<file path="config.mk">
export PLATFORM = sky130hd
export DESIGN_NAME = sa_operand_bank
export DESIGN_NICKNAME = d
export VERILOG_FILES = /design/src/source/sa_pkg.sv /design/src/source/sa_operand_bank.sv
export SDC_FILE = /design/constraint.sdc
export NUM_CORES = 2
export LEC_CHECK = 0
export BUFFER_PORTS_ARGS = -buffer_cell sky130_fd_sc_hd__buf_2
export CORE_MARGIN = 4
export CORE_UTILIZATION = 57
export DETAILED_ROUTE_END_ITERATION = 7
export PLACE_DENSITY = 0.76
export SYNTH_ARGS = -nofsm -noshare
export SYNTH_HDL_FRONTEND = slang
export SYNTH_SLANG_ARGS = --single-unit
</file>
<file path="constraint.sdc">
create_clock -name clk -period 1.55 [get_ports clk]
set_input_delay 0 -clock clk [delete_from_list [all_inputs] [get_ports clk]]
set_output_delay 0 -clock clk [all_outputs]
set_load 0.01 [all_outputs]
</file>
<file path="src/source/sa_pkg.sv">
package sa_pkg;

    // ------------------------------
    // widths
    // ------------------------------
    localparam int DATA_WIDTH = 8;                // one operand word
    localparam int ACC_WIDTH  = 32;               // accumulator, wraps mod 2^32
    localparam int ADDR_WIDTH = 6;                // 64 words per lane

    // ------------------------------
    // types
    // ------------------------------
    typedef logic [DATA_WIDTH-1:0] operand_t;     // unsigned operand
    typedef logic [ACC_WIDTH-1:0]  acc_t;
    typedef logic [ADDR_WIDTH-1:0] bank_addr_t;

    // run control states
    typedef enum logic [1:0] {
        SEQ_IDLE    = 2'd0,
        SEQ_FEED    = 2'd1,                       // issuing bank addresses
        SEQ_FLUSH   = 2'd2,                       // last operands still in flight
        SEQ_CAPTURE = 2'd3                        // single cycle, results stored
    } seq_state_t;

endpackage

</file>
<file path="src/source/sa_operand_bank.sv">
`timescale 1ns/100ps

module sa_operand_bank
    import sa_pkg::*;
#(
    parameter int NUM_LANES = 4
)(
    input  logic                     clk,
    input  logic                     rst_n,
    input  logic                     i_wr_en,
    input  bank_addr_t               i_wr_addr,
    input  operand_t [NUM_LANES-1:0] i_wr_data,
    input  logic                     i_rd_en,
    input  bank_addr_t               i_rd_addr,
    output operand_t [NUM_LANES-1:0] o_rd_data,
    output logic                     o_rd_valid
);

    localparam int DEPTH = 2 ** ADDR_WIDTH;

    // one word holds every lane at that address
    operand_t [NUM_LANES-1:0] mem [DEPTH];

    always_ff @(posedge clk)
    begin
        if (i_wr_en)
            mem[i_wr_addr] <= i_wr_data;          // all lanes in one cycle
    end

    // registered read, one cycle of latency
    always_ff @(posedge clk)
    begin
        if (i_rd_en)
            o_rd_data <= mem[i_rd_addr];
    end

    always_ff @(posedge clk or negedge rst_n)
    begin
        if (!rst_n)
            o_rd_valid <= 1'b0;
        else
            o_rd_valid <= i_rd_en;                // tracks the read data
    end

endmodule

</file>
# Yosys cells after proc, flatten, opt, wreduce, memory -nomap -nowiden
# Memories as Yosys holds them, arrays and structs flattened. A register that Yosys moved wholly into a read port is not among the register bits.
# Cells that the tools add are included.
# word_totals
regBits	1
ramBits	2048
inputBits	48
word_cells	4
mem_count	1
# classes
mux	2
# memory_table
memory	depth	width	rd	rd_ports_with_merged_regs	wr	line_no	text
mem	64	32	1	1	1	sa_operand_bank.sv:22	operand_t [NUM_LANES-1:0] mem [DEPTH];
# op_table
cell	n
$mux W1	2

# Logic depth before layout (Yosys ltp)
# depth
ltp_word	2
mapped_depth	10
ltp_nobuf	5

# Least setup slack after synthesis
# OpenSTA, ideal clock, no wires.
# synth_timing
path_type	input to register
from	input port i_wr_addr[3]
to	memory mem[48][0] in the netlist's numbering, enable pin
setup_ps	461
arrival_ps	2699
required_ps	1089
setup_slack_ps	-1610
cell_stages	4
n_path_buf	1
path_cell_list	clkbuf_1 nor2b_1 nand4b_1 nor3_1
# synth_lines
element	line_no	text
start: declaration	sa_operand_bank.sv:11	input bank_addr_t i_wr_addr,
end: declaration	sa_operand_bank.sv:22	
# No word-level cell before the write port.

==> metrics <==
outcome complete, but fails checks; failing checks setup timing; first-pass GRT wire length 312700 um; Max VDD drop 1.200 mV; FFs w/ async S/R, synth 0.04805%; ys flop type edfxtp_1; Post-Synthesis Cells 3325; Iter 0 DRT Violations 6739; Layout Cells excl Fill 5934; Net Count, Synth 3373; syn avg cell area 23.72 um2; origin of the worst setup path mem[3][11]$_DFFE_PP_; Final period util 140.7%; fin nets 4020; CTS tree yes; Tot GR Track Use 30.68%; Worst Path Max Fanout 1; total die area 144400 um2; cell mode on critical path mux4_2; Reg2Reg Setup Slack -0.63 ns; crit path cell chain mux4_2 > mux4_2 > o22ai_4 > nor2_1; slowest CP cell mux4_2; DR vias 40924; area share of the largest cell type after synthesis 79.20%; R2R cell count 4; RSZ-0062 raised after global routing true; register area share after synthesis 79.23%; Worst-path clk slew 0.06 ns; Die Ht 380.0 um; Max Fclk 458.6 MHz; area leader, netlist edfxtp_1; depth of the worst hold-timing path 1; Worst Max-Slew Pin Slew 1.350 ns; starting density of the core 57.36%; RD Place Congestion 0.8208; Syn-to-layout area delta 19.86%; vias in the first global route 41808; share of cells above drive strength 1 38.22%; Yosys reg bits 2081; WL/cell 37.40 um; most common cell after layout, fill and taps aside edfxtp_1; final WL 221900 um; number of synthesized flops with an enable pin 2080; Slew HR 9.973%; total of max-cap violations 0; Critical Path End Type flip-flop; number of synthesis warnings 0; Reg-to-Reg Start mem[3][11]$_DFFE_PP_; post-route worst setup slack -0.6305 ns; Clock Tree Buf Depth 3; crit path kind reg2reg; num rows 136; clock root cell clkbuf_16; placed insts 5529; most frequent cells in the layout edfxtp_1 (2080), mux4_2 (544), buf_4 (332); Worst path max stage delay 0.55 ns; FF-to-FF End o_rd_data[11]$_DFFE_PP_; DP Wirelength 125000 um; clock latency on the worst-skew pair 0.83 ns; Cell Pwr Density 1240 nW/um2; Cell Area, Synth 78860 um2; Final setup viols 36; worst hold-check path type in2reg; TritonRoute pass-1 iters 6; Core ar. 137500 um2; initial antenna violation count 7; htree depth 4; skew final 0.02207 ns; clk sinks 2081; Req. time, crit path 2.12 ns; Fin. Hold Viols 0; critical path arrival 2.75 ns; Die X 380.0 um; Worst setup SP type flip-flop; ANT nets after route 0; Inserted Clock Buffers 197; final max-slew violation count 0; Worst Hold End mem[52][23]$_DFFE_PP_; largest net degree at the start of global routing 65; Leakage 0.03031 uW; crit path time final 2.181 ns; Synth cell types 34; # port buffers 80; # IOs 81; hold path start i_wr_data[23]; WHS 0.03497 ns; grt ovf 0; fill count 7748; DR DRC count 0; Via density 6.897; synth top area cells edfxtp_1 (79%), mux4_2 (16%), mux2i_1 (1.2%)
cell families after synthesis:
group	Yosys count	share of synthesized area, %
AO/OA/AOI/OAI	202	1.666
buffers and inverters	182	1.123
multiplexers	637	16.72
AND/OR/NAND/NOR	223	1.260
flip-flops	2081	79.23
sequential cells by signal, indices dropped and copies added, names as in the netlist:
| register | cells |
|---|---|
| o_rd_valid | 1 |
| o_rd_data | 32 |
| mem | 2048 |
metal layers:
metal	wire length (um)	part of all wire (%)	vias to the layer above	GRT usage, %
met5	13	0.0059	-	0
met4	12470	5.6	2	14.15
met3	27610	12	647	7.097
met2	108200	49	3349	48.86
met1	73680	33	21284	41.11
li1	-	-	15642	-
metrics by stage:
stage               setup TNS (ns)  util [%]  area, um2  total power, uW  setup WS (ns)
finish                      -13.36     68.75      94520           117200        -0.6305
global route                -14.35     68.74      94520           120400        -0.6200
CTS                         -13.39     68.54      94240           117200        -0.6286
detailed placement          -47.98     63.40      87170            70390         -1.487
global placement            -40.47     63.40      87170            70210         -1.505
floorplan                  -308.73         -      79580            66890        -0.3373
final cells by class:
class / count / area [um2] / share of cell area, %
clock buffer: 249 / 5241 / 5.545
timing repair buffer: 630 / 6887 / 7.286
multi-input combinational: 1062 / 16630 / 17.59
clock inverter: 115 / 1026 / 1.085
sequential: 2081 / 62480 / 66.11
tap: 1794 / 2245 / 2.375
antenna: 3 / 7.507 / 0.007942
critical path: cells and delay by family (launching register included):
family             cells  cell delay, ns
muxes                  2            1.07
DFF                    1            0.40
AOI/OAI and AO/OA      1            0.35
and+or+nand+nor        1            0.09
timing repair:
action	in CTS	in global routing
gates cloned	0	3
resized for setup	79	42
hold buffers	41	0
endpoints found under the setup margin	39	175
pin swaps	41	15
buffers inserted	0	2
hold endpoints to repair	1603	0
power by group:
part	leakage (uW)	switching, uW	internal [uW]
clock network	0.00308	20700	26700
registers	0.0187	238	62400
logic	0.00849	4120	2980
synth_stat cells, drive strengths merged (7+ instances only):
cell	instances
a21oi	62
a22oi	12
a311oi	8
buf	108
clkbuf	74
edfxtp	2080
mux2i	93
mux4	544
nand2	26
nand2b	8
nor2	137
nor2b	15
nor3	7
o221ai	27
o22ai	84
worst max-delay path by stage:
stage	endpoint	slack, ns	depth (start not counted)
global placement	o_rd_data[11]$_DFFE_PP_	-1.51	7
detailed placement	o_rd_data[11]$_DFFE_PP_	-1.49	7
global route	o_rd_data[11]$_DFFE_PP_	-0.62	4
finish	o_rd_data[11]$_DFFE_PP_	-0.63	4
floorplan	o_rd_data[13]$_DFFE_PP_	-0.34	7
CTS	o_rd_data[11]$_DFFE_PP_	-0.63	4
Power figures use the tool's default switching activity.
