`config.mk`:
```
export PLATFORM = sky130hd
export DESIGN_NAME = sa_skew
export DESIGN_NICKNAME = d
export VERILOG_FILES = /design/src/source/sa_pkg.sv /design/src/source/sa_skew.sv
export SDC_FILE = /design/constraint.sdc
export NUM_CORES = 1
export LEC_CHECK = 0
export BUFFER_PORTS_ARGS = -buffer_cell sky130_fd_sc_hd__buf_2
export CORE_UTILIZATION = 30
export DETAILED_ROUTE_END_ITERATION = 16
export HOLD_SLACK_MARGIN = 0.03
export PLACE_DENSITY_LB_ADDON = 0.25
export SYNTH_ARGS = -nofsm -noshare
export SYNTH_HDL_FRONTEND = slang
export SYNTH_SLANG_ARGS = --single-unit
```
`constraint.sdc`:
```
create_clock -name clk -period 0.8 [get_ports clk]
set_input_delay 0.24 -clock clk [delete_from_list [all_inputs] [get_ports clk]]
set_output_delay 0.24 -clock clk [all_outputs]
set_load 0.02 [all_outputs]
```
`src/source/sa_pkg.sv`:
```
package sa_pkg;

    // ------------------------------
    // widths
    // ------------------------------
    localparam int DATA_WIDTH = 8;                // one operand word
    localparam int ACC_WIDTH  = 32;               // accumulator, wraps mod 2^32
    localparam int ADDR_WIDTH = 6;                // 64 words per lane

    // ------------------------------
    // types
    // ------------------------------
    typedef logic [DATA_WIDTH-1:0] operand_t;     // unsigned operand
    typedef logic [ACC_WIDTH-1:0]  acc_t;
    typedef logic [ADDR_WIDTH-1:0] bank_addr_t;

    // run control states
    typedef enum logic [1:0] {
        SEQ_IDLE    = 2'd0,
        SEQ_FEED    = 2'd1,                       // issuing bank addresses
        SEQ_FLUSH   = 2'd2,                       // last operands still in flight
        SEQ_CAPTURE = 2'd3                        // single cycle, results stored
    } seq_state_t;

endpackage

```
`src/source/sa_skew.sv`:
```
`timescale 1ns/100ps

module sa_skew
    import sa_pkg::*;
#(
    parameter int NUM_LANES = 4
)(
    input  logic                     clk,
    input  logic                     rst_n,
    input  operand_t [NUM_LANES-1:0] i_data,
    input  logic                     i_valid,
    output operand_t [NUM_LANES-1:0] o_data,
    output logic     [NUM_LANES-1:0] o_valid
);

    // lane i goes through i register stages
    for (genvar gi = 0; gi < NUM_LANES; gi++)
    begin : g_lane
        if (gi == 0)
        begin : g_pass
            assign o_data[gi]  = i_data[gi];      // lane 0 has no delay
            assign o_valid[gi] = i_valid;
        end
        else
        begin : g_dly
            operand_t data_q  [gi];
            logic     valid_q [gi];

            always_ff @(posedge clk)
            begin
                data_q[0] <= i_data[gi];
                for (int k = 1; k < gi; k++)
                    data_q[k] <= data_q[k-1];
            end

            always_ff @(posedge clk or negedge rst_n)
            begin
                if (!rst_n)
                begin
                    for (int k = 0; k < gi; k++)
                        valid_q[k] <= 1'b0;
                end
                else
                begin
                    valid_q[0] <= i_valid;
                    for (int k = 1; k < gi; k++)
                        valid_q[k] <= valid_q[k-1];
                end
            end

            assign o_data[gi]  = data_q[gi-1];    // tail of the chain
            assign o_valid[gi] = valid_q[gi-1];
        end
    end

endmodule

```
=== Word-level counts from Yosys, hierarchy flattened ===
Memory sizes are Yosys's and may differ from the RTL's.
Index checks and enable logic that the tools add are counted.

* Bits in latches: 0
* Logic and storage cells: 6
* Bits in registers: 3
* RAM bits: 48
* Memories: 3
* Memory bits (read-only): 0

{| class="wikitable"
|+ Memory list
! memory !! depth !! bits a word !! read ports !! clocked after Yosys merged registers in !! wr ports !! RTL line !! text
|-
| g_lane[3].g_dly.data_q || 3 || 8 || 3 || 0 || 3 || sa_skew.sv:26 || <nowiki>operand_t data_q [gi];</nowiki>
|-
| g_lane[2].g_dly.data_q || 2 || 8 || 2 || 0 || 2 || sa_skew.sv:26 ||
|-
| g_lane[1].g_dly.data_q || 1 || 8 || 1 || 0 || 1 || sa_skew.sv:26 ||
|}

* Muxes and demuxes: 0
* Div/mod/pow operators: 0
* Shift-type cells: 0
* Bitwise logic cells: 0
* $mul: 0
* Add/subtract/negate cells: 0
* Reductions and logical operators: 0
* Order comparisons: 0
* Equality and inequality tests: 0

=== Longest topological paths before layout ===
* Depth in word-level cells: 0
* Depth in mapped cells: 1
* Depth with buffers taken out: 0

=== Worst setup path before layout ===
Ideal clock, no wire load.

* Path type: register to output
* Start: register, netlist name g_lane[2].g_dly.valid_q[1]
* End: output port o_valid[1]
* Stages on the path, launching flop included: 2
* Buffers on the path: 1
* Path slack: 0.061 ns
* Data arrival time: 0.499 ns
* Cells stage by stage: dfrtp_1 buf_4

{| class="wikitable"
|+ RTL lines
! item !! RTL line !! text
|-
| to (decl) || sa_skew.sv:13 || <nowiki>output logic [NUM_LANES-1:0] o_valid</nowiki>
|}

==> results.json <==
{
  "multi_input_cells": 0,
  "die_x_um": 66.06,
  "postLayoutCellArea_um2": 1877,
  "drtIter0Drc": 10,
  "worstPathArrival_ps": 830,
  "hold_class": "primary input to flip-flop",
  "worst-slew-pin-transition_ps": 113.4,
  "clkLatencyLatePin_ps": 300,
  "grtUsageMet2_pct": 17.47,
  "final_cell_mix": "27 x buf_2, 27 x buf_6, 24 x dfxtp_2, 24 x dfxtp_1, 22 x dlygate4sd3_1",
  "dpl_cell_area_um2": 1366,
  "grt_overflow": 0,
  "syn-num-nets": 112,
  "yosysSeqAreaShare_pct": 84.15,
  "dp_hpwl_mm": 1.098,
  "rsz0062_at_grt": "yes",
  "cts_made_buffers": 5,
  "cts_tree": "done",
  "maxCapViolCount": 0,
  "num-nets-final": 169,
  "grt_busiest_layer": "met2",
  "multi_input_area_um2": 0,
  "cts_setup_buffers": 0,
  "critical_path_required_ps": 560,
  "violations": "setup timing",
  "maxSlewViolCount": 0,
  "synth-seq-cells": 51,
  "use_met3_pct": 6.724,
  "use_met1_pct": 7.375,
  "antenna_found_initial": 0,
  "postLayoutCoreUtil_pct": 49.41,
  "ant_nets": 0,
  "status": "complete, but fails checks",
  "cp-start-kind": "flip-flop",
  "hold_viol_final": 0,
  "grt_pass1_vias": 723,
  "detail_route.wl_per_cell_um": 10.55,
  "drive_gt1_share_pct": 63.70,
  "ys_warn_count": 0,
  "drt-vias-per-instance": 3.574,
  "max_slew_margin_pct": 92.49,
  "syn_area_per_cell_um2": 15.99,
  "area_growth_pct": 52.44,
  "dp_slack_ps": 43.31,
  "power.total_uw": 4560,
  "wirelength_mm": 1.930,
  "vdd_ir_drop_max_v": 0.001191,
  "h-tree-depth": 2,
  "initial_core_util_pct": 32.41,
  "crit_slowest_cell": "dfrtp_1",
  "power_density_nw_per_um2": 2429,
  "crit_fanout": 2,
  "cts_sinks": 51,
  "p_leak_uw": 0.0008501,
  "netlist_area_um2": 1231,
  "die-area_um2": 4364,
  "drc_errors": 0,
  "critPathMaxStageDelay_ps": 400,
  "clk_pin_slew_ps": 80,
  "fp.dieH_um": 66.06,
  "ioPinCount": 71,
  "fin_ws_ps": -273.7,
  "gp_congestion": 0.7241,
  "cts_buffer_depth": 2,
  "track_usage_pct": 9.802,
  "crit_buf_inv": 1,
  "min_period_over_period_pct": 134.2,
  "path_cells": "buf_6",
  "setup-violations-final": 27,
  "max_freq_ghz": 0.9313,
  "cts_root_buf": "clkbuf_8",
  "setup-tns-final_ps": -5107,
  "critPathKind": "flip-flop to output port",
  "rows": 22,
  "syn_inst": 77,
  "drt_pre_antenna_iters": 2,
  "portBuffers": 54,
  "antenna_cells": 0,
  "grt_max_degree": 18,
  "clock_skew_ps": 9.395,
  "grt_pass1_wl_mm": 2.911,
  "finalCriticalPeriod_ps": 1074,
  "route.vias.total": 654,
  "coreArea_um2": 3799,
  "crit_family": "flip-flops",
  "end_kind": "output port",
  "synth_cell_types": 3
}
==> per-stage QoR <==
step	hold WS, ps	instances
2_1_floorplan	-55.59	77
3_3_place_gp	33.26	153
3_5_place_dp	38.12	153
4_1_cts	30.24	180
5_1_grt	31.58	183
6_report	47.00	183
==> cell usage after synthesis <==
cell      n  area (um^2)
dfxtp_1  48        960.9
dfrtp_1   3        75.07
buf_4    26        195.2
==> state kept, by name, summed over array words and instances (netlist names) <==
signal / flops
g_lane.g_dly.data_q: 48
g_lane.g_dly.valid_q: 1
o_valid: 2
==> cell families after synthesis <==
kind of cell | count (synthesis) | share of synthesized area [%]
buf+inv | 26 | 15.85
flops | 51 | 84.15
==> final cells by class <==
class	count	area [um^2]
clock buffers	5	68.82
well taps	48	60.06
repair buffers	76	659.4
clock inverters	3	22.52
fillers	328	1922
flip-flops and latches	51	1066
==> layer usage <==
layer	up-vias	share of wire, %
met5	-	0
met4	0	3.8
met3	16	12
met2	41	54
met1	278	30
li1	319	-
==> path summary, 6_finish.rpt <==
check	startpoint	end	slack, ps	depth (start not counted)
worst max-delay path	g_lane[2].g_dly.valid_q[1]	o_valid[1]	-270	1
min in group asynchronous	rst_n	g_lane[2].g_dly.valid_q[1]	280	2
max in group asynchronous	rst_n	o_valid[2]	420	2
worst max register to register	g_lane[2].g_dly.valid_q[1]	o_valid[2]	280	0
worst min-delay path	i_data[19]	g_lane[2].g_dly.data_q[0][3]	50	1
worst min register to register	g_lane[2].g_dly.data_q[0][2]	g_lane[2].g_dly.data_q[0][10]	320	0
==> power breakdown <==
part           internal (uW)  switching, uW
logic                    245            156
registers               2690           46.2
clock network            626            798
==> repair_timing <==
item                                    CTS  global route
endpoints found under the hold margin    21             3
hold buffers                             19             3
endpoints found under the setup margin   27            27
gates resized for setup                  78             0
(Power assumes the default switching activity.)
