--- config.mk ---
export PLATFORM = sky130hd
export DESIGN_NAME = sa_sequencer
export DESIGN_NICKNAME = d
export VERILOG_FILES = /design/src/source/sa_pkg.sv /design/src/source/sa_sequencer.sv
export SDC_FILE = /design/constraint.sdc
export NUM_CORES = 1
export LEC_CHECK = 0
export BUFFER_PORTS_ARGS = -buffer_cell sky130_fd_sc_hd__buf_2
export CORE_ASPECT_RATIO = 0.9
export CORE_UTILIZATION = 53
export DETAILED_ROUTE_END_ITERATION = 10
export PLACE_DENSITY = 0.77
export SKIP_LAST_GASP = 1
export SLEW_MARGIN = 15
export SYNTH_ARGS = -nofsm -noshare
export SYNTH_HDL_FRONTEND = slang
export SYNTH_SLANG_ARGS = --single-unit
--- constraint.sdc ---
create_clock -name clk -period 2.5 [get_ports clk]
set_input_delay 0.125 -clock clk [delete_from_list [all_inputs] [get_ports clk]]
set_output_delay 0.125 -clock clk [all_outputs]
set_load 0.1 [all_outputs]
--- src/source/sa_pkg.sv ---
package sa_pkg;

    // ------------------------------
    // widths
    // ------------------------------
    localparam int DATA_WIDTH = 8;                // one operand word
    localparam int ACC_WIDTH  = 32;               // accumulator, wraps mod 2^32
    localparam int ADDR_WIDTH = 6;                // 64 words per lane

    // ------------------------------
    // types
    // ------------------------------
    typedef logic [DATA_WIDTH-1:0] operand_t;     // unsigned operand
    typedef logic [ACC_WIDTH-1:0]  acc_t;
    typedef logic [ADDR_WIDTH-1:0] bank_addr_t;

    // run control states
    typedef enum logic [1:0] {
        SEQ_IDLE    = 2'd0,
        SEQ_FEED    = 2'd1,                       // issuing bank addresses
        SEQ_FLUSH   = 2'd2,                       // last operands still in flight
        SEQ_CAPTURE = 2'd3                        // single cycle, results stored
    } seq_state_t;

endpackage

--- src/source/sa_sequencer.sv ---
`timescale 1ns/100ps

module sa_sequencer
    import sa_pkg::*;
#(
    parameter int NUM_ROW = 4,
    parameter int NUM_COL = 4
)(
    input  logic       clk,
    input  logic       rst_n,
    input  logic       i_start,
    input  bank_addr_t i_rd_start_addr,
    input  bank_addr_t i_rd_end_addr,
    output logic       o_rd_en,
    output bank_addr_t o_rd_addr,
    output logic       o_clear,
    output logic       o_capture,
    output logic       o_busy,
    output logic       o_done
);

    // bank latency + skew + grid propagation, with one cycle of margin
    localparam int FLUSH_LEN = NUM_ROW + NUM_COL + 1;
    localparam int FLUSH_W   = $clog2(FLUSH_LEN);

    seq_state_t         state_q;
    bank_addr_t         addr_q;                   // current read address
    bank_addr_t         end_q;                    // last address of the run
    logic [FLUSH_W-1:0] flush_cnt_q;
    logic               clear_q;
    logic               done_q;

    // ------------------------------
    // run control
    // ------------------------------
    always_ff @(posedge clk or negedge rst_n)
    begin
        if (!rst_n)
        begin
            state_q     <= SEQ_IDLE;
            addr_q      <= '0;
            end_q       <= '0;
            flush_cnt_q <= '0;
            clear_q     <= 1'b0;
            done_q      <= 1'b0;
        end
        else
        begin
            clear_q <= 1'b0;                      // both are single-cycle pulses
            done_q  <= 1'b0;
            case (state_q)
                SEQ_IDLE:
                begin
                    if (i_start)                  // start is only seen here
                    begin
                        state_q <= SEQ_FEED;
                        addr_q  <= i_rd_start_addr;
                        end_q   <= i_rd_end_addr;
                        clear_q <= 1'b1;          // zero accumulators for the new run
                    end
                end
                SEQ_FEED:
                begin
                    if (addr_q == end_q)
                    begin
                        state_q     <= SEQ_FLUSH;
                        flush_cnt_q <= '0;
                    end
                    else
                    begin
                        addr_q <= addr_q + 1'b1;
                    end
                end
                SEQ_FLUSH:
                begin
                    if (flush_cnt_q == FLUSH_W'(FLUSH_LEN - 1))
                        state_q <= SEQ_CAPTURE;
                    else
                        flush_cnt_q <= flush_cnt_q + 1'b1;
                end
                SEQ_CAPTURE:
                begin
                    state_q <= SEQ_IDLE;
                    done_q  <= 1'b1;              // lines up with busy falling
                end
                default:
                begin
                    state_q <= SEQ_IDLE;
                end
            endcase
        end
    end

    // ------------------------------
    // outputs
    // ------------------------------
    assign o_rd_en   = (state_q == SEQ_FEED);
    assign o_rd_addr = addr_q;
    assign o_clear   = clear_q;
    assign o_capture = (state_q == SEQ_CAPTURE);
    assign o_busy    = (state_q != SEQ_IDLE);
    assign o_done    = done_q;

endmodule

== Word-level counts from Yosys, hierarchy flattened ==
Index checks and enable logic that the tools add are counted.

* Add/sub/neg operators: 2
* Equality and inequality tests: 10
* Muxes and demuxes: 13
* Reductions and logical operators: 8

{| class="wikitable"
|+ Operators with widths
! kind !! number
|-
| 2-to-1 mux 6 bit || 2
|-
| one-hot mux 6 bit (2 select lines) || 1
|-
| AND reduction 3 bit || 3
|-
| 2-to-1 mux 4 bit || 2
|-
| inequality test 2 bit, second input constant || 4
|-
| one-hot mux 2 bit (4 select lines) || 1
|-
| one-hot mux 4 bit (2 select lines) || 1
|-
| adder 6 x 1 -> 6 bit, second input constant || 1
|-
| equality test 6 bit || 1
|-
| 2-to-1 mux 2 bit || 3
|-
| nonzero test 2 bit || 3
|-
| adder 4 x 1 -> 4 bit, second input constant || 1
|-
| equality test 2 bit, second input constant || 2
|-
| equality test 4 bit, second input constant || 1
|-
| 2-to-1 mux 1 bit || 3
|-
| equality test 2 x 1 -> 1 bit, second input constant || 1
|-
| zero test 2 bit || 1
|-
| inequality test 2 x 1 -> 1 bit, second input constant || 1
|-
| AND reduction 2 bit || 1
|}

* Bits in registers: 20
* Output and inout port bits: 11

== Depth between registers and ports, before layout ==
* Word-level depth: 3
* Gate-level depth with buffers: 9
* Gate-level depth less buffers: 7

== Least setup slack after synthesis ==
No wires, ideal clock.

* Kind: flip-flop to flip-flop
* Start: register addr_q[4], in the netlist o_rd_addr[4]
* End: register state_q[1]
* Setup time: 0.125 ns
* Arrival time: 2.272 ns
* Data required time: 2.375 ns
* Path slack: 0.104 ns
* Stages on the path, launching flop included: 7
* Buffers on the path: 1
* Clock period less this slack: 2.396 ns
* Path through: dfrtp_1 > xor2_1 > nor4_2 > nand2_1 > buf_2 > a21oi_1 > mux2_2

* Word-level cells in the longest chain between the ends: 3

{| class="wikitable"
|+ Ends and longest elaborated chain
! element !! RTL line !! text
|-
| from (decl) || sa_sequencer.sv:27 || <nowiki>bank_addr_t addr_q;</nowiki>
|-
| from (signal assigned) || sa_sequencer.sv:57 || <nowiki>addr_q <= i_rd_start_addr;</nowiki>
|-
| from (signal assigned) || sa_sequencer.sv:71 || <nowiki>addr_q <= addr_q + 1'b1;</nowiki>
|-
| equality test 6 bit || sa_sequencer.sv:64 || <nowiki>if (addr_q == end_q)</nowiki>
|-
| inequality test 2 x 1 -> 1 bit (no source line) || -- ||
|-
| AND reduction 3 bit (no source line) || -- ||
|-
| to (signal assigned) || sa_sequencer.sv:66 || <nowiki>state_q <= SEQ_FLUSH;</nowiki>
|-
| to (signal assigned) || sa_sequencer.sv:77 || <nowiki>state_q <= SEQ_CAPTURE;</nowiki>
|-
| to (signal assigned) || sa_sequencer.sv:83 || <nowiki>state_q <= SEQ_IDLE;</nowiki>
|-
| to (decl) || sa_sequencer.sv:26 || <nowiki>seq_state_t state_q;</nowiki>
|}

Every way passes these cells.
A chain may end at the register's enable or synchronous reset.

== Worst setup path after layout ==
* Start: register state_q[1]
* End: output port o_rd_en

* Word-level cells in the longest chain between the ends: 1

{| class="wikitable"
|+ Ends and longest elaborated chain
! element !! RTL line !! text
|-
| from (signal assigned) || sa_sequencer.sv:40 || <nowiki>state_q <= SEQ_IDLE;</nowiki>
|-
| from (signal assigned) || sa_sequencer.sv:56 || <nowiki>state_q <= SEQ_FEED;</nowiki>
|-
| from (signal assigned) || sa_sequencer.sv:66 ||
|-
| equality test 2 x 1 -> 1 bit || sa_sequencer.sv:97 || <nowiki>assign o_rd_en = (state_q == SEQ_FEED);</nowiki>
|-
| to (decl) || sa_sequencer.sv:14 || <nowiki>output logic o_rd_en,</nowiki>
|}

Every way passes these cells.

==> impl_metrics.ini <==
[run_status]
status = finished, final reports clean

[timing]
fin_skew_ns = 0.0108
worst_slack_ns = 0.262
worstMarginPinSlew_ns = 0.860
clock.fmax_ghz = 0.447
rsz0062_at_grt = false
period_share = 0.895
setup_tns_ns = 0
whs_ns = 0.0452
setup_viol = 0
slew_violations = 0
period_needed_ns = 2.24
relSlewSlack = 0.427
hold_viol = 0

[logic_synthesis]
ys_seq_area_frac = 0.392
yosysWarnings = 0
syn-num-nets = 159
netlist_instances = 137
synth_top_area_share = 0.392
ys_async_sr_fraction = 1.00
syn_avg_cell_area_um2 = 9.32
yosysMostFrequentCell = dfrtp_1
synth_seq_cells = 20
synth_area_um2 = 1280
synthTopCellsByArea = dfrtp_1 39%, ha_1 6.9%, mux2_2 6.2%, xor2_1 4.1%, a21oi_1 3.5%
synth_edf_count = 0
ys.flop_type = dfrtp_1
synth_largest_area_cell = dfrtp_1
synth_cell_type_count = 37
synth_commonest_cells = 20 x dfrtp_1, 11 x inv_1, 9 x a21oi_1, 9 x nand2_1, 9 x nand3_1

[die]
fp.dieW_um = 53.7
ios = 26
initial_utilization = 0.574
fp.dieArea_um2 = 2610
die_h_um = 48.6
design.core.area_um2 = 2220
rows = 16

[routing]
wl_per_cell_um = 15.0
drt_iter0_drc = 22
via_per_inst = 6.01
wl_um = 2770
num_vias = 1111
drc = 0
first_pass_iters = 4
ant_nets = 0

[worst_setup_path]
cp.required_ns = 2.38
crit_path_end_kind = output port
timing_worst_setup_path_type = register to output port
worstReg2RegStart = o_rd_addr[4]
cp-start-kind = register
path_max_fanout = 26
crit_start = state_q[1]
arrival_ns = 2.11

[place]
place_ws_ns = 0.474
routabilityCongestion = 0.767
hpwl_um = 2060
place_inst = 180
io_buffers = 25

[cts]
cts_num_sinks = 20
cts_tree = built
post_cts_resized = 0
clkTransAtPathRegs_ns = 0.12
worst_skew_pair.late_latency_ns = 0.31
cts_root_buffer = clkbuf_4
cts.htree.levels = 1
clockBufferDepth = 2
cts_buffers = 3

[min_path]
hp-start = i_rd_end_addr[5]
hp-class = input pin to register

[cells_and_area]
layout-drive-gt1-share = 0.241
nFillCells = 182
register_area_um2 = 500
antenna_cells = 0
fin_cells = 185
fin_nets = 181
multiInputGateArea_um2 = 691
area_growth_pct = 12.6

[global_route]
grt_max_degree = 27
grt_pass1_vias = 1063
groute.usage.overall = 0.251
grt_antenna_before_repair = 0
grt_first_pass_wirelength_um = 4750
grt-ovfl-total = 0

[flow_run]
cap_viol_max_count = 0
-- cell type report --
class	instances	share of cell area
Timing Repair Buffer	26	0.0940
Tap cell	27	0.0235
Sequential cell	20	0.348
Clock buffer	4	0.0252
Multi-Input combinational cell	97	0.480
Inverter	11	0.0287
-- final timing paths --
| kind | end | slack [ns] | cells past startpoint |
|---|---|---|---|
| worst max-delay path | o_rd_en | 0.26 | 3 |
| worst max register to register | state_q[1] | 0.47 | 5 |
| min in group asynchronous | o_rd_addr[5] | 0.29 | 2 |
| worst min-delay path | end_q[5] | 0.05 | 2 |
| worst min register to register | end_q[3] | 0.54 | 1 |
| max in group asynchronous | flush_cnt_q[0] | 1.89 | 2 |
-- metrics by stage --
step / util / instance area [um2]
after floorplan: - / 1280
after global placement: 0.626 / 1390
after detailed placement: 0.626 / 1390
after CTS: 0.647 / 1440
after global routing: 0.647 / 1440
final: 0.647 / 1440
-- layout by cell type (no fill, tap or decap), drive strengths merged, types with 6 or more instances in the layout --
cell / instances
o22ai: 6
mux2: 7
nand3: 9
inv: 11
dfrtp: 20
ha: 7
nand2: 9
xor2: 6
a21oi: 9
buf: 25
-- layer usage --
metal / GRT usage / up-vias / routed length [um]
met5: 0 / - / 0
met4: 0.0658 / 0 / 36
met3: 0.0786 / 6 / 227
met2: 0.401 / 45 / 1340
met1: 0.321 / 524 / 1170
li1: - / 536 / -
-- sequential cells by signal, summed over array words and instances, names as in the netlist --
name,count
end_q,6
o_rd_addr,6
flush_cnt_q,4
state_q,2
o_clear,1
o_done,1
-- critical path, cell delays in order, from the launching register on --
cell,delay [ns]
dfrtp_1,0.43
inv_1,0.09
ha_1,0.72
buf_2,0.56
-- cells by family (layout without fill, tap and decap cells) --
kind of cell    count (synthesis)  count (layout)  share of synthesized area
compound gates                 34              34                      0.181
xor+xnor                        6               6                     0.0412
fa+ha+maj                       7               7                     0.0686
buf+inv                        20              41                     0.0667
flops                          20              20                      0.392
mux                            10              10                     0.0853
simple gates                   40              40                      0.165
-- what timing repair did --
action                                  4_1_cts  5_1_grt
endpoints found under the setup margin        0        0
buffers inserted                              0        0
hold endpoints to repair                     20        0
hold buffers                                  1        0
Power is not shown: default switching activity piles up to over one toggle a cycle in this logic, so the estimate is an artifact.
