`src/source/sa_pkg.sv`:
```
package sa_pkg;

    // ------------------------------
    // widths
    // ------------------------------
    localparam int DATA_WIDTH = 8;                // one operand word
    localparam int ACC_WIDTH  = 32;               // accumulator, wraps mod 2^32
    localparam int ADDR_WIDTH = 6;                // 64 words per lane

    // ------------------------------
    // types
    // ------------------------------
    typedef logic [DATA_WIDTH-1:0] operand_t;     // unsigned operand
    typedef logic [ACC_WIDTH-1:0]  acc_t;
    typedef logic [ADDR_WIDTH-1:0] bank_addr_t;

    // run control states
    typedef enum logic [1:0] {
        SEQ_IDLE    = 2'd0,
        SEQ_FEED    = 2'd1,                       // issuing bank addresses
        SEQ_FLUSH   = 2'd2,                       // last operands still in flight
        SEQ_CAPTURE = 2'd3                        // single cycle, results stored
    } seq_state_t;

endpackage

```
`src/source/sa_pe_array.sv`:
```
`timescale 1ns/100ps

module sa_pe_array
    import sa_pkg::*;
#(
    parameter int NUM_ROW = 4,
    parameter int NUM_COL = 4
)(
    input  logic                           clk,
    input  logic                           rst_n,
    input  logic                           i_clear,
    input  operand_t [NUM_ROW-1:0]         i_left_data,
    input  logic     [NUM_ROW-1:0]         i_left_valid,
    input  operand_t [NUM_COL-1:0]         i_top_data,
    input  logic     [NUM_COL-1:0]         i_top_valid,
    output acc_t     [NUM_ROW*NUM_COL-1:0] o_acc        // row-major, r*NUM_COL+c
);

    // operands as seen at the input of each cell
    operand_t a_in  [NUM_ROW][NUM_COL];           // from the left
    logic     a_vld [NUM_ROW][NUM_COL];
    operand_t b_in  [NUM_ROW][NUM_COL];           // from the top
    logic     b_vld [NUM_ROW][NUM_COL];

    for (genvar gr = 0; gr < NUM_ROW; gr++)
    begin : g_row
        for (genvar gc = 0; gc < NUM_COL; gc++)
        begin : g_col
            acc_t acc_q;

            // ------------------------------
            // horizontal operand path
            // ------------------------------
            if (gc == 0)
            begin : g_a_edge
                assign a_in[gr][gc]  = i_left_data[gr];
                assign a_vld[gr][gc] = i_left_valid[gr];
            end
            else
            begin : g_a_hop
                operand_t a_q;
                logic     a_vld_q;

                always_ff @(posedge clk)
                    a_q <= a_in[gr][gc-1];        // one cell per cycle

                always_ff @(posedge clk or negedge rst_n)
                begin
                    if (!rst_n)
                        a_vld_q <= 1'b0;
                    else
                        a_vld_q <= a_vld[gr][gc-1];
                end

                assign a_in[gr][gc]  = a_q;
                assign a_vld[gr][gc] = a_vld_q;
            end

            // ------------------------------
            // vertical operand path
            // ------------------------------
            if (gr == 0)
            begin : g_b_edge
                assign b_in[gr][gc]  = i_top_data[gc];
                assign b_vld[gr][gc] = i_top_valid[gc];
            end
            else
            begin : g_b_hop
                operand_t b_q;
                logic     b_vld_q;

                always_ff @(posedge clk)
                    b_q <= b_in[gr-1][gc];

                always_ff @(posedge clk or negedge rst_n)
                begin
                    if (!rst_n)
                        b_vld_q <= 1'b0;
                    else
                        b_vld_q <= b_vld[gr-1][gc];
                end

                assign b_in[gr][gc]  = b_q;
                assign b_vld[gr][gc] = b_vld_q;
            end

            // multiply-accumulate, clear wins over a product
            always_ff @(posedge clk or negedge rst_n)
            begin
                if (!rst_n)
                    acc_q <= '0;
                else if (i_clear)
                    acc_q <= '0;
                else if (a_vld[gr][gc] && b_vld[gr][gc])
                    acc_q <= acc_q + acc_t'(a_in[gr][gc]) * acc_t'(b_in[gr][gc]);
            end

            assign o_acc[gr*NUM_COL + gc] = acc_q;
        end
    end

endmodule

```
`config.mk`:
```
export PLATFORM = sky130hd
export DESIGN_NAME = sa_pe_array
export DESIGN_NICKNAME = d
export VERILOG_FILES = /design/src/source/sa_pkg.sv /design/src/source/sa_pe_array.sv
export SDC_FILE = /design/constraint.sdc
export NUM_CORES = 2
export LEC_CHECK = 0
export ABC_CLOCK_PERIOD_IN_PS = 5510
export BUFFER_PORTS_ARGS = -buffer_cell sky130_fd_sc_hd__buf_2
export CAP_MARGIN = 0
export CORE_ASPECT_RATIO = 0.5
export CORE_MARGIN = 4
export CORE_UTILIZATION = 45
export CTS_BUF_LIST = sky130_fd_sc_hd__clkbuf_8
export CTS_CLUSTER_SIZE = 24
export DETAILED_ROUTE_END_ITERATION = 12
export PLACE_DENSITY = 0.69
export SYNTH_ARGS = -nofsm -noshare
export SYNTH_HDL_FRONTEND = slang
export SYNTH_SLANG_ARGS = --single-unit
```
`constraint.sdc`:
```
create_clock -name clk -period 5.51 [get_ports clk]
set_input_delay 0.2755 -clock clk [delete_from_list [all_inputs] [get_ports clk]]
set_output_delay 0.2755 -clock clk [all_outputs]
set_load 0.05 [all_outputs]
```
# [Yosys cells after proc, flatten, opt, wreduce, memory -nomap -nowiden]
# Index checks and enable logic that the tools add are counted.
[totals] ff_bits=728 inputBits=75 out_inout_bits=512 elab_cells=160
[classes] add_sub_neg=16 mul=16 muxes=32 reduce_logical=32
[op_table] op="$mux W32" count=32
[op_table] op="$add A32 B16 Y32" count=16
[op_table] op="$mul A8 B8 Y16" count=16
[op_table] op="$reduce_bool A2 Y1" count=16
[op_table] op="$logic_and A1 B1 Y1" count=16

# [Logic depth before layout (Yosys ltp)]
[logic_depth] depth_word=4 depth_mapped=20 mapped_depth_nobuf=19

# [Least setup slack after synthesis]
# No wires, ideal clock.
[synth_path] kind="reg-to-reg" from="register g_row[0].g_col[0].acc_q[6]" to="register g_row[0].g_col[0].acc_q[22]" setup_time_ps=132 t_arrival_ps=4710 required_ps=5378 slack_ps=668 stages_incl_launch_ff=19 path_buffers=1 synth_period_minus_slack_ps=4842 path_cell_list="dfrtp_1 -> inv_1 -> fa_1 -> inv_1 -> fa_1 -> inv_1 -> fa_1 -> fa_1 -> inv_1 -> ha_1 -> and2_1 -> a311o_1 -> o22ai_2 -> nor3_1 -> or3_1 -> buf_6 -> nand4_2 -> xor2_1 -> nor2_1"
[synth_between] elab_chain_cells=3
[synth_rtl] element="from (decl)" line_no="sa_pe_array.sv:29" rtl="acc_t acc_q;"
[synth_rtl] element="from (signal assigned)" line_no="sa_pe_array.sv:95" rtl="acc_q <= acc_q + acc_t'(a_in[gr][gc]) * acc_t'(b_in[gr][gc]);"
[synth_rtl] element="$add A32 B16 Y32" line_no="sa_pe_array.sv:95"
[synth_rtl] element="$mux W32" line_no="sa_pe_array.sv:94" rtl="else if (a_vld[gr][gc] && b_vld[gr][gc])"
[synth_rtl] element="$mux W32" line_no="sa_pe_array.sv:92" rtl="else if (i_clear)"
# Every way passes these cells. The select of a mux whose other input is x is not followed.
# A chain may end at the register's enable or synchronous reset.

# [Worst setup path after layout]
[layout_path] from="register g_row[2].g_col[0].g_b_hop.b_q[1]" to="register g_row[2].g_col[0].acc_q[29]"
[layout_between] elab_chain_cells=4
[layout_rtl] element="from (decl)" line_no="sa_pe_array.sv:69" rtl="operand_t b_q;"
[layout_rtl] element="from (signal assigned)" line_no="sa_pe_array.sv:73" rtl="b_q <= b_in[gr-1][gc];"
[layout_rtl] element="$mul A8 B8 Y16" line_no="sa_pe_array.sv:95"
[layout_rtl] element="$add A32 B16 Y32" line_no="sa_pe_array.sv:95"
[layout_rtl] element="$mux W32" line_no="sa_pe_array.sv:94"
[layout_rtl] element="$mux W32" line_no="sa_pe_array.sv:92"
[layout_rtl] element="to (signal assigned)" line_no="sa_pe_array.sv:95"
[layout_rtl] element="to (decl)" line_no="sa_pe_array.sv:29"
# Every way passes these cells. The select of a mux whose other input is x is not followed.

==> reports/summary.txt <==
Status: completed
Yosys reg bits: 728
Worst-path clk slew: 0.07 ns
Clock Latency Late Sink: 0.83 ns
Global-route wire length before repair: 308.6 mm
Die height: 286.2 um
Worst hold slack: 0.1452 ns
Clock Sinks: 728
Die area: 0.1615 mm2
Max-cap violation count: 0
Post-Route WL: 189.3 mm
Worst EP required: 6.21 ns
Avg Inst Size Synth: 8.882 um2
Initial antenna violation count: 8
Seq/Total Area, Yosys: 24.77%
Hold WC Path Type: in2reg
Routed met2 length: 89.98 mm
Slew Viols, Final: 0
Nets: 10010
# setup viols final: 0
Yosys top cell area share: 22.99%
Synth area leaders: fa_1, dfrtp_1, ha_1
Post-synthesis cell type count: 98
Relative slew slack: 22.33%
Pin count of the biggest net entering global routing: 157
CTS root buf: clkbuf_8
Cells after Synth: 7843
Residual DRC: 0
Core Area: 0.1528 mm2
Setup TNS: 0 ns
Slew @ Worst Pin: 1.165 ns
CTS H-tree depth: 3
Crit path kind: reg2reg
Antenna-violating nets left: 0
Vias in the first global route: 55680
CTS tree: built
Number of flops mapped to enable cells by yosys: 0
WL met1: 80.47 mm
RSZ-0062 raised after global routing: no
Sequential power share: 19.4%
Dpl cells: 10350
Share of cells above drive strength 1: 10.07%
WP data arrival: 5.87 ns
Detailed-placement wirelength estimate: 148.3 mm
Internal Power: 17330 uW
Cell row count: 101
Number of port buffers: 586
Fillers: 14240
Startpoint types: flip-flop
GR Overflow Total: 0
FFs w/ async S/R, synth: 73.63%
Hold violation count in the final report: 0
Leakage power: 0.04163 uW
Total power draw: 34000 uW
Skew final: 0.06983 ns
Met3 Wirelength: 10.80 mm
Cts bufs inserted: 117
Combinational Power Share: 65.1%
Period utilization: 93.78%
Die W: 564.4 um
Synthesis Warnings: 0
Avg WL per Cell: 17.76 um
Placer Congestion: 0.8967
Syn_nets: 9374
Clock power frac: 15.4%
Worst setup EP type: flip-flop
Via density: 5.118
Min Clock Period, post-route: 5.167 ns
Sw power: 16680 uW
Gr usage total: 23.78%
Pwr Density: 434.7 mW/mm2
Upper clock frequency limit: 193.5 MHz
Starting density of the core: 45.59%
# Post-CTS Setup Buffers: 0
Largest area contributor in the netlist: fa_1
DRT Pass-1 Iters: 6
Layout Cells excl Fill: 10660
Synth Flop Type: dfrtp_1
IO Pins: 587
Vias: 54540
Max VDD drop: 0.3003 mV
Layout area overhead: 12.30%
Bufs on Longest Clock Path: 3
Highest metal used: met5
DRT iter0 DRCs: 3095
Syn Std Cell Area: 0.06966 mm2
Sw frac: 49.04%
CP Max Fanout: 9
[area by class of cell]
type | instances | area [um2] | share of cell area, %
Antenna cell | 8 | 20.02 | 0.02559
Clock buffer | 144 | 1982 | 2.534
Clock inverter | 80 | 579.3 | 0.7406
Inverter | 1588 | 5962 | 7.621
Multi-Input combinational cell | 5347 | 45750 | 58.49
Sequential cell | 728 | 17260 | 22.06
Tap cell | 2060 | 2577 | 3.295
Timing Repair Buffer | 701 | 4094 | 5.233
[through the flow]
step / area, um2 / util, % / worst slack (ns)
2_1_floorplan: 69660 / - / 0.6684
3_3_place_gp: 74880 / 49.01 / 0.2790
3_5_place_dp: 74880 / 49.01 / 0.2218
4_1_cts: 78200 / 51.19 / 0.1877
5_1_grt: 78210 / 51.19 / 0.06763
6_report: 78230 / 51.20 / 0.3426
[critical path: stages (launching register included)]
cell and delay (ns):
dfxtp_1 0.70, nand2_1 0.14, fa_1 0.49, inv_1 0.05, fa_1 0.48, fa_1 0.55, inv_1 0.05, fa_1 0.47
inv_1 0.04, ha_1 0.35, a21o_1 0.13, a21oi_1 0.07, a31oi_1 0.28, o21ai_0 0.17, a31oi_1 0.56, and4b_1 0.32
xnor2_1 0.12, nor2_1 0.05
[power groups by stage]
stage,clock network (uW),logic (uW),registers (uW)
after floorplan,0,15800,8080
after global placement,0,21600,6710
after detailed placement,0,21900,6720
after CTS,5410,22200,6620
after global routing,5650,25300,6700
final,5250,22100,6610
[path summary, 6_finish.rpt]
path	start	end	slack (ns)	cells after the start
min in group asynchronous	rst_n	g_row[0].g_col[0].acc_q[19]	0.56	3
min reg2reg	g_row[1].g_col[3].g_b_hop.b_vld_q	g_row[2].g_col[3].g_b_hop.b_vld_q	0.40	0
max	g_row[2].g_col[0].g_b_hop.b_q[1]	g_row[2].g_col[0].acc_q[29]	0.34	17
max in group asynchronous	rst_n	g_row[0].g_col[0].acc_q[11]	3.38	4
min	i_left_valid[2]	g_row[2].g_col[1].g_a_hop.a_vld_q	0.15	2
max reg2reg	g_row[2].g_col[0].g_b_hop.b_q[1]	g_row[2].g_col[0].acc_q[29]	0.34	17
[logic make-up after synthesis]
family,count (synthesis),synth area share (%)
flip-flops,728,24.77
XOR/XNOR,315,3.961
multiplexers,11,0.1724
buffers and inverters,1768,9.547
AO/OA/AOI/OAI,1019,9.211
adder cells (fa/ha/maj),1456,34.77
AND/OR/NAND/NOR,2546,17.56
[placed cells by master, fill, tap and decap left out, drive strengths merged, types with 18 or more instances in the layout]
cell type / n
dfrtp: 536
a31oi: 23
a21o: 102
nand2: 1029
o211ai: 26
nand2b: 20
buf: 625
xor2: 144
inv: 1634
or3: 44
and3: 68
fa: 800
a211oi: 61
a21oi: 433
and2: 592
xnor2: 171
o21a: 66
nand3: 142
o21bai: 20
nor2b: 54
nor2: 394
ha: 656
dlygate4sd3: 76
o31ai: 24
dfxtp: 192
o21ai: 157
nor3: 74
a21boi: 18
nand4: 52
clkbuf: 144
clkinv: 24
[sequential cells by signal (all words and copies together) (netlist names)]
| name | count |
|---|---|
| g_row.g_col.acc_q | 512 |
| g_row.g_col.g_a_hop.a_q | 96 |
| g_row.g_col.g_b_hop.b_q | 96 |
| g_row.g_col.g_a_hop.a_vld_q | 12 |
| g_row.g_col.g_b_hop.b_vld_q | 12 |
[metal layers]
layer	vias up	GRT usage, %
li1	25870	-
met1	27140	31.20
met2	1210	39.45
met5	-	0
met4	4	8.622
met3	321	4.309
[Yosys cell counts, types with 74 or more instances]
master	instances
a21o_1	102
a21oi_1	431
and2_1	591
clkbuf_1	161
dfrtp_1	536
dfxtp_1	192
fa_1	800
ha_1	656
inv_1	1587
nand2_1	1029
nand3_1	142
nor2_1	394
nor3_1	74
o21ai_0	140
xnor2_1	171
xor2_1	144
[repair_timing]
item                                    CTS  global route
endpoints found under the setup margin    0             9
hold buffers                             76             0
resized for setup                         0             2
endpoints found under the hold margin   288             0
No activity file was read; power rests on OpenSTA's default activity.
