`src/source/sa_pkg.sv`:
```
package sa_pkg;

    // ------------------------------
    // widths
    // ------------------------------
    localparam int DATA_WIDTH = 8;                // one operand word
    localparam int ACC_WIDTH  = 32;               // accumulator, wraps mod 2^32
    localparam int ADDR_WIDTH = 6;                // 64 words per lane

    // ------------------------------
    // types
    // ------------------------------
    typedef logic [DATA_WIDTH-1:0] operand_t;     // unsigned operand
    typedef logic [ACC_WIDTH-1:0]  acc_t;
    typedef logic [ADDR_WIDTH-1:0] bank_addr_t;

    // run control states
    typedef enum logic [1:0] {
        SEQ_IDLE    = 2'd0,
        SEQ_FEED    = 2'd1,                       // issuing bank addresses
        SEQ_FLUSH   = 2'd2,                       // last operands still in flight
        SEQ_CAPTURE = 2'd3                        // single cycle, results stored
    } seq_state_t;

endpackage

```
`src/source/sa_result_store.sv`:
```
`timescale 1ns/100ps

module sa_result_store
    import sa_pkg::*;
#(
    parameter int NUM_ROW = 4,
    parameter int NUM_COL = 4,
    localparam int ROW_W  = (NUM_ROW > 1) ? $clog2(NUM_ROW) : 1
)(
    input  logic                       clk,
    input  logic                       rst_n,
    input  logic                       i_capture,
    input  acc_t [NUM_ROW*NUM_COL-1:0] i_acc,
    input  logic                       i_res_rd_en,
    input  logic [ROW_W-1:0]           i_res_rd_addr,   // row index
    output acc_t [NUM_COL-1:0]         o_res_rd_data
);

    acc_t [NUM_ROW*NUM_COL-1:0] res_q;            // whole grid, row-major

    // snapshot of every accumulator at once
    always_ff @(posedge clk or negedge rst_n)
    begin
        if (!rst_n)
            res_q <= '0;
        else if (i_capture)
            res_q <= i_acc;
    end

    // row read, holds between reads
    always_ff @(posedge clk or negedge rst_n)
    begin
        if (!rst_n)
            o_res_rd_data <= '0;
        else if (i_res_rd_en)
            o_res_rd_data <= res_q[i_res_rd_addr*NUM_COL +: NUM_COL];
    end

endmodule

```
`config.mk`:
```
export PLATFORM = sky130hd
export DESIGN_NAME = sa_result_store
export DESIGN_NICKNAME = d
export VERILOG_FILES = /design/src/source/sa_pkg.sv /design/src/source/sa_result_store.sv
export SDC_FILE = /design/constraint.sdc
export NUM_CORES = 1
export LEC_CHECK = 0
export ABC_CLOCK_PERIOD_IN_PS = 970
export BUFFER_PORTS_ARGS = -buffer_cell sky130_fd_sc_hd__buf_2
export CORE_ASPECT_RATIO = 2
export CORE_MARGIN = 5
export CORE_UTILIZATION = 40
export CTS_BUF_LIST = sky130_fd_sc_hd__clkbuf_16
export CTS_CLUSTER_DIAMETER = 50
export DETAILED_ROUTE_END_ITERATION = 6
export PLACE_DENSITY = 0.7
export SYNTH_ARGS = -nofsm -noshare
export SYNTH_HDL_FRONTEND = slang
export SYNTH_SLANG_ARGS = --single-unit
export TNS_END_PERCENT = 30
```
`constraint.sdc`:
```
create_clock -name clk -period 0.97 [get_ports clk]
set_input_delay 0.0485 -clock clk [delete_from_list [all_inputs] [get_ports clk]]
set_output_delay 0.0485 -clock clk [all_outputs]
set_load 0.01 [all_outputs]
```
---- Word-level counts from Yosys, hierarchy flattened ----
Cells that the tools add are included.
cells by class
  reductions and logical operators ........ 0
  shift operators ......................... 32
  multiplexer cells ....................... 0
  divide/modulo/power cells ............... 0
  bitwise gates (word level) .............. 0
  eq/ne operators ......................... 0
  multiply operators ...................... 0
  magnitude comparators ................... 0
  add/subtract/negate cells ............... 0
operator list
  operator                                                number
  16-bit by 5-bit variable part select with 4-bit output  32
storage, ports and cells
  memory bits (read-only) ................. 0
  RAM bits ................................ 0
  latch bits .............................. 0
  memories kept ........................... 0
  bits in registers ....................... 640
  logic and storage cells ................. 52
  bits of input ports ..................... 518

---- Longest topological paths before layout ----
Gate-level depths: netlist (run 1).
  word-level depth ........................ 1
  gate-level depth with buffers ........... 5
  mapped depth without buffers ............ 2

---- Least setup slack after synthesis (run 1) ----
Ideal clock, no wire load.
  path kind ............................... input to register
  from .................................... input port i_capture
  to ...................................... register res_q[288] in the netlist's numbering
  arrival ................................. 0.814 ns
  stages on the path ...................... 4
  buffers on the path ..................... 3
  path slack .............................. 0.031 ns
  library setup time ...................... 0.125 ns
  required time ........................... 0.845 ns
  cells stage by stage .................... buf_4 buf_6 buf_6 mux2_4
RTL lines
  item                  line                   source
  start, declared       sa_result_store.sv:12  input logic i_capture,
  end signal, assigned  sa_result_store.sv:27  res_q <= i_acc;
  end, declared         sa_result_store.sv:19  acc_t [NUM_ROW*NUM_COL-1:0] res_q;
No word-level cell between the ends.

---- Final worst setup path (run 1) ----
  from .................................... register o_res_rd_data[123] in the netlist's numbering
  to ...................................... output port o_res_rd_data[123] in the netlist's numbering
RTL lines
  item                    line                   source
  start, declared         sa_result_store.sv:16  output acc_t [NUM_COL-1:0] o_res_rd_data
  start signal, assigned  sa_result_store.sv:36  o_res_rd_data <= res_q[i_res_rd_addr*NUM_COL +: NUM_COL];
No word-level cell between the ends.

==> flow_summary.json, run 1 <==
{
  "status": "finished with violations",
  "violations": "negative setup slack",
  "antenna_found_initial": 14,
  "r2r_end": "o_res_rd_data[34]",
  "syn_area_um2": 28600,
  "hold_viol_final": 0,
  "leakage_nw": 20.0,
  "path_delay_family": "flip-flops",
  "drv_slew": 0,
  "die-area_um2": 77200,
  "grt_pass1_vias": 25000,
  "rsz0062_at_grt": "true",
  "clock_skew_ns": 0.0283,
  "synthCells": 1794,
  "initialDrtViolationCount": 1024,
  "cts_root_buffer": "clkbuf_16",
  "routed_wl_um": 100000,
  "worst-path-buf-inv": 1,
  "relSlewSlack_pct": 51.0,
  "cts_tree": "built",
  "vias": 21600,
  "cpMaxStageDelayCell": "dfrtp_1",
  "core_area_um2": 70800,
  "grt_max_degree": 81,
  "final_layout_size_suffix_gt1_share_pct": 40.1,
  "grt.total_usage_pct": 24.4,
  "synth_area_per_cell_um2": 15.9,
  "hp-class": "in -> async",
  "start_util_pct": 40.4,
  "tns_ns": -31.17,
  "synth_nets": 2312,
  "start_kind": "flip-flop",
  "pwr-share-seq_pct": 45.3,
  "crit_type": "reg -> out",
  "clkTransAtPathRegs_ns": 0.07,
  "r2r_cells": 4,
  "row_count": 138,
  "ant_nets": 0,
  "tightest_slew_ns": 0.735,
  "cts_sinks": 640,
  "comb_power_share_pct": 19.2,
  "crit_arrival_ns": 1.22,
  "finalCritPeriodShare_pct": 130,
  "synth-warning-count": 0,
  "powerDensity_nw_per_um2": 1690,
  "stdcell_count": 4054,
  "final.setup.worst_slack_ns": -0.294,
  "cts_made_buffers": 58,
  "clk-insertion-delay-late_ns": 0.61,
  "r2r-start": "o_res_rd_data[34]",
  "die_h_um": 388,
  "final_cell_mix": "dfrtp_1 (637), buf_2 (566), dlygate4sd3_1 (517), mux2_4 (280), mux2i_1 (247)",
  "gp_congestion": 0.891,
  "slowest_delay_ns": 0.43,
  "path_cells": "buf_2",
  "clkPwrFrac_pct": 35.5,
  "fin_crit_ns": 1.26,
  "fin_nets": 3598,
  "peakVddDrop_mv": 1.56,
  "area_growth_pct": 46.3,
  "viasPerCell": 5.32,
  "crit_required_ns": 0.92,
  "dpl.cell_count": 3387,
  "n_fill_cell": 4998,
  "switching_share_pct": 26.5,
  "io_pins": 646,
  "ys_types": 16,
  "finalSetupViolCount": 179,
  "drc_errors": 0,
  "ys_seq_area_share_pct": 56.0,
  "r2r_setup_slack_ns": -0.06,
  "port_buffers": 645,
  "dr.pass1.iters": 5,
  "synth_seq_cells": 640,
  "layout_commonest_cell": "dfrtp_1",
  "max_clock_freq_ghz": 0.791,
  "worstSetupEndpointType": "primary output",
  "place_hpwl_um": 62500,
  "htreeDepth": 2,
  "wl_per_cell_um": 24.7,
  "die_w_um": 199,
  "switchingPower_mw": 18.7,
  "grt_pass1_wl_um": 147000,
  "clockBufferDepth": 3,
  "worstPathMaxFanout": 2,
  "grt-ovfl-total": 0,
  "p_int_mw": 51.9,
  "maxCapViolCount": 0
}
-- how the worst max path moves through the flow --
stage	from	endpoint	slack, ns	depth (start not counted)
floorplan	i_capture	res_q[288]	0.03	4
global placement	i_res_rd_addr[0]	o_res_rd_data[67]	-0.31	5
detailed placement	i_res_rd_addr[0]	o_res_rd_data[67]	-0.33	5
CTS	o_res_rd_data[54]	o_res_rd_data[54]	-0.34	1
global route	o_res_rd_data[123]	o_res_rd_data[123]	-0.34	1
finish	o_res_rd_data[123]	o_res_rd_data[123]	-0.29	1
-- power by group through the flow --
stage	Combinational (mW)	Clock, mW	Sequential (mW)
finish	13.6	25.1	32.0
global route	14.4	26.5	32.2
CTS	12.7	25.3	31.7
detailed placement	10.5	0	32.0
global placement	10.2	0	31.9
floorplan	5.69	0	31.7
-- cells in the mapped netlist, drive strengths merged --
cell	count	share of area, %
o221ai	128	3.9
mux2i	256	9.0
bufbuf	1	0.066
dfrtp	640	56
buf	112	4.1
clkbuf	15	0.20
mux2	512	24
nand2	1	0.013
nand2b	129	2.8
-- kinds of logic after synthesis --
kind of cell,synth area share (%)
muxes,32.8
DFF,56.0
buffers and inverters,4.40
and+or+nand+nor,2.84
AOI/OAI and AO/OA,3.92
-- repair_timing --
item,in CTS,in global routing
pin swaps,1,5
gates resized for setup,56,70
setup endpoints to repair,133,486
endpoints found under the hold margin,1153,0
buffers inserted,11,11
hold buffers,521,0
-- layout make-up --
class	instances	area, um^2	area share (%)
Sequential cell	640	16000	38.3
Multi-Input combinational cell	1026	11500	27.4
Timing Repair Buffer	1354	11100	26.6
Clock buffer	61	1530	3.65
Tap cell	910	1140	2.72
Clock inverter	48	523	1.25
Antenna cell	15	37.5	0.0898
-- state kept, by name (all words and copies together), names as in the netlist --
register       flops
res_q            512
o_res_rd_data    128
-- per-stage QoR --
step | power (mW) | instance area (um^2) | hold slack [ns] | setup slack, ns | util, %
finish | 70.6 | 41800 | 0.0458 | -0.294 | 59.1
global route | 73.0 | 41800 | 0.0247 | -0.344 | 59.1
CTS | 69.7 | 41300 | 0.00123 | -0.344 | 58.4
detailed placement | 42.6 | 33700 | -0.105 | -0.329 | 47.6
global placement | 42.1 | 33700 | -0.102 | -0.308 | 47.6
floorplan | 37.4 | 28600 | -0.247 | 0.0307 | -
-- routing by layer --
metal / wire length [um] / track usage, % / part of all wire, %
met5: 0 / 0 / 0
met4: 7670 / 16.0 / 7.7
met3: 6720 / 4.62 / 6.7
met2: 50300 / 42.0 / 50
met1: 35500 / 27.1 / 35
No activity file was read; power rests on OpenSTA's default activity.
==> run 2, diff against run 1 <==
Settings changed: CORE_UTILIZATION 40 to 45, HOLD_SLACK_MARGIN set to 0.06, PLACE_DENSITY 0.7 to 0.76.
==> flow_summary.json, run 2 (synthesis gave the netlist of run 1 again) <==
{
  "viasPerCell": 5.67,
  "fin_nets": 3576,
  "start_kind": "flip-flop",
  "clockBufferDepth": 3,
  "finalCritPeriodShare_pct": 130,
  "tightest_slew_ns": 0.533,
  "grt_pass1_vias": 25500,
  "violations": "negative hold slack, negative setup slack",
  "grt-ovfl-total": 0,
  "finalSetupViolCount": 210,
  "die_w_um": 188,
  "row_count": 130,
  "clkTransAtPathRegs_ns": 0.08,
  "worstSetupEndpointType": "primary output",
  "peakVddDrop_mv": 1.66,
  "cpMaxStageDelayCell": "dfrtp_1",
  "max_clock_freq_ghz": 0.790,
  "final_cell_area_um2": 41300,
  "wl_per_cell_um": 27.0,
  "cts_root_buffer": "clkbuf_16",
  "holdWs_ns": -0.126,
  "hp-class": "in -> async",
  "dr.pass1.iters": 5,
  "ctsHoldBuffers": 524,
  "path_depth": 1,
  "rsz0062_at_grt": "true",
  "clock_skew_ns": 0.0243,
  "die_h_um": 366,
  "final_layout_size_suffix_gt1_share_pct": 40.2,
  "r2r-start": "o_res_rd_data[50]",
  "status": "finished with violations",
  "startpoint": "o_res_rd_data[24]",
  "layout_commonest_cell": "dfrtp_1",
  "routed_wl_um": 105000,
  "cts_tree": "built",
  "path_cells": "buf_6",
  "port_buffers": 645,
  "grt_max_degree": 88,
  "powerDensity_nw_per_um2": 1700,
  "worst-path-buf-inv": 1,
  "crit_type": "reg -> out",
  "worstPathMaxFanout": 2,
  "io_pins": 646,
  "die-area_um2": 69000,
  "leakage_nw": 19.8,
  "hold_viol_final": 16,
  "vias": 22100,
  "core_area_um2": 62900,
  "max_flop_register": "res_q",
  "post_dp_cell_area_um2": 33200,
  "ant_nets": 0,
  "slowest_delay_ns": 0.45,
  "initialDrtViolationCount": 1489,
  "drc_errors": 0,
  "r2r_cells": 5,
  "relSlewSlack_pct": 64.5,
  "fin_crit_ns": 1.27,
  "gp_congestion": 0.883,
  "cp-endpoint": "o_res_rd_data[24]",
  "htreeDepth": 2,
  "drv_slew": 0,
  "utilization_pct": 65.7,
  "start_util_pct": 45.4,
  "clk-insertion-delay-late_ns": 0.60,
  "cts_made_buffers": 56,
  "r2r_setup_slack_ns": -0.13,
  "place_hpwl_um": 60600,
  "total_power_mw": 70.2,
  "largest_reg_flops": 512,
  "crit_required_ns": 0.92,
  "area_growth_pct": 44.6,
  "crit_arrival_ns": 1.22,
  "final.setup.worst_slack_ns": -0.296,
  "grt_pass1_wl_um": 156000,
  "r2r_end": "o_res_rd_data[50]",
  "grt.total_usage_pct": 29.0,
  "cts_sinks": 640,
  "maxCapViolCount": 0,
  "path_delay_family": "flip-flops",
  "n_fill_cell": 3893,
  "antenna_found_initial": 10,
  "final_cell_mix": "dfrtp_1 (637), buf_2 (573), dlygate4sd3_1 (519), mux2_4 (280), mux2i_1 (243)",
  "reg_top3": "res_q (512), o_res_rd_data (128)"
}
run 2: cell types whose count changed in the layout (fill, tap and decap cells not counted), moves of 4 or more:
cell,previous run,this run
mux2i_1,247,243
o221ai_1,115,111
clkbuf_16,61,57
buf_6,77,70
buf_4,129,116
buf_2,566,573
buf_12,57,47
diode_2,15,9
inv_1,11,5
o221ai_2,13,17
run 2: how the worst min path moves through the flow:
stage                  endpoint  cells after the start  slack [ns]  start
2_1_floorplan  o_res_rd_data[0]                      0       -0.25  rst_n
3_3_place_gp         res_q[236]                      1       -0.10  rst_n
3_5_place_dp         res_q[236]                      1       -0.10  rst_n
4_1_cts              res_q[193]                      3       0.004  rst_n
5_1_grt              res_q[364]                      2       -0.12  rst_n
6_report             res_q[364]                      2       -0.13  rst_n
run 2: area by class of cell:
type	instances	area, um^2	area share (%)
diodes	9	22.5	0.0545
clock buffers	57	1430	3.45
clock inverters	47	531	1.28
multi-input cells	1026	11500	27.9
flip-flops and latches	640	16000	38.8
well taps	792	991	2.40
repair buffers	1334	10800	26.2
run 2: where the power goes:
group / internal, mW / switching [mW]
combinational: 7.79 / 5.93
sequential: 29.7 / 2.45
clock: 13.5 / 10.8
total: 50.9 / 19.2
run 2: stage by stage:
| stage | hold slack, ns | cells | setup WS (ns) | TNS (ns) |
|---|---|---|---|---|
| floorplan | -0.247 | 1794 | 0.0307 | 0 |
| global placement | -0.102 | 3241 | -0.262 | -59.90 |
| detailed placement | -0.101 | 3241 | -0.283 | -77.63 |
| CTS | 0.00421 | 3877 | -0.340 | -42.46 |
| global route | -0.117 | 3905 | -0.329 | -35.86 |
| finish | -0.126 | 3905 | -0.296 | -31.28 |
run 2: layer usage:
layer	share of wire [%]	vias to the layer above	track usage, %
li1	-	9071	-
met1	36	11200	33.1
met2	49	1445	49.0
met3	7.0	455	5.35
met4	8.1	0	19.8
met5	0	-	0
run 2: worst reg2reg max path: stages, from the launching register on:
cell and delay, ns:
dfrtp_1 0.40, buf_4 0.14, buf_4 0.12, buf_4 0.12
nand2b_1 0.09, o221ai_2 0.10
run 2: repair_timing:
item	CTS	global route
hold endpoints to repair	1178	16
setup buffers	8	20
pin swaps	1	3
setup endpoints to repair	133	291
gates resized for setup	48	86
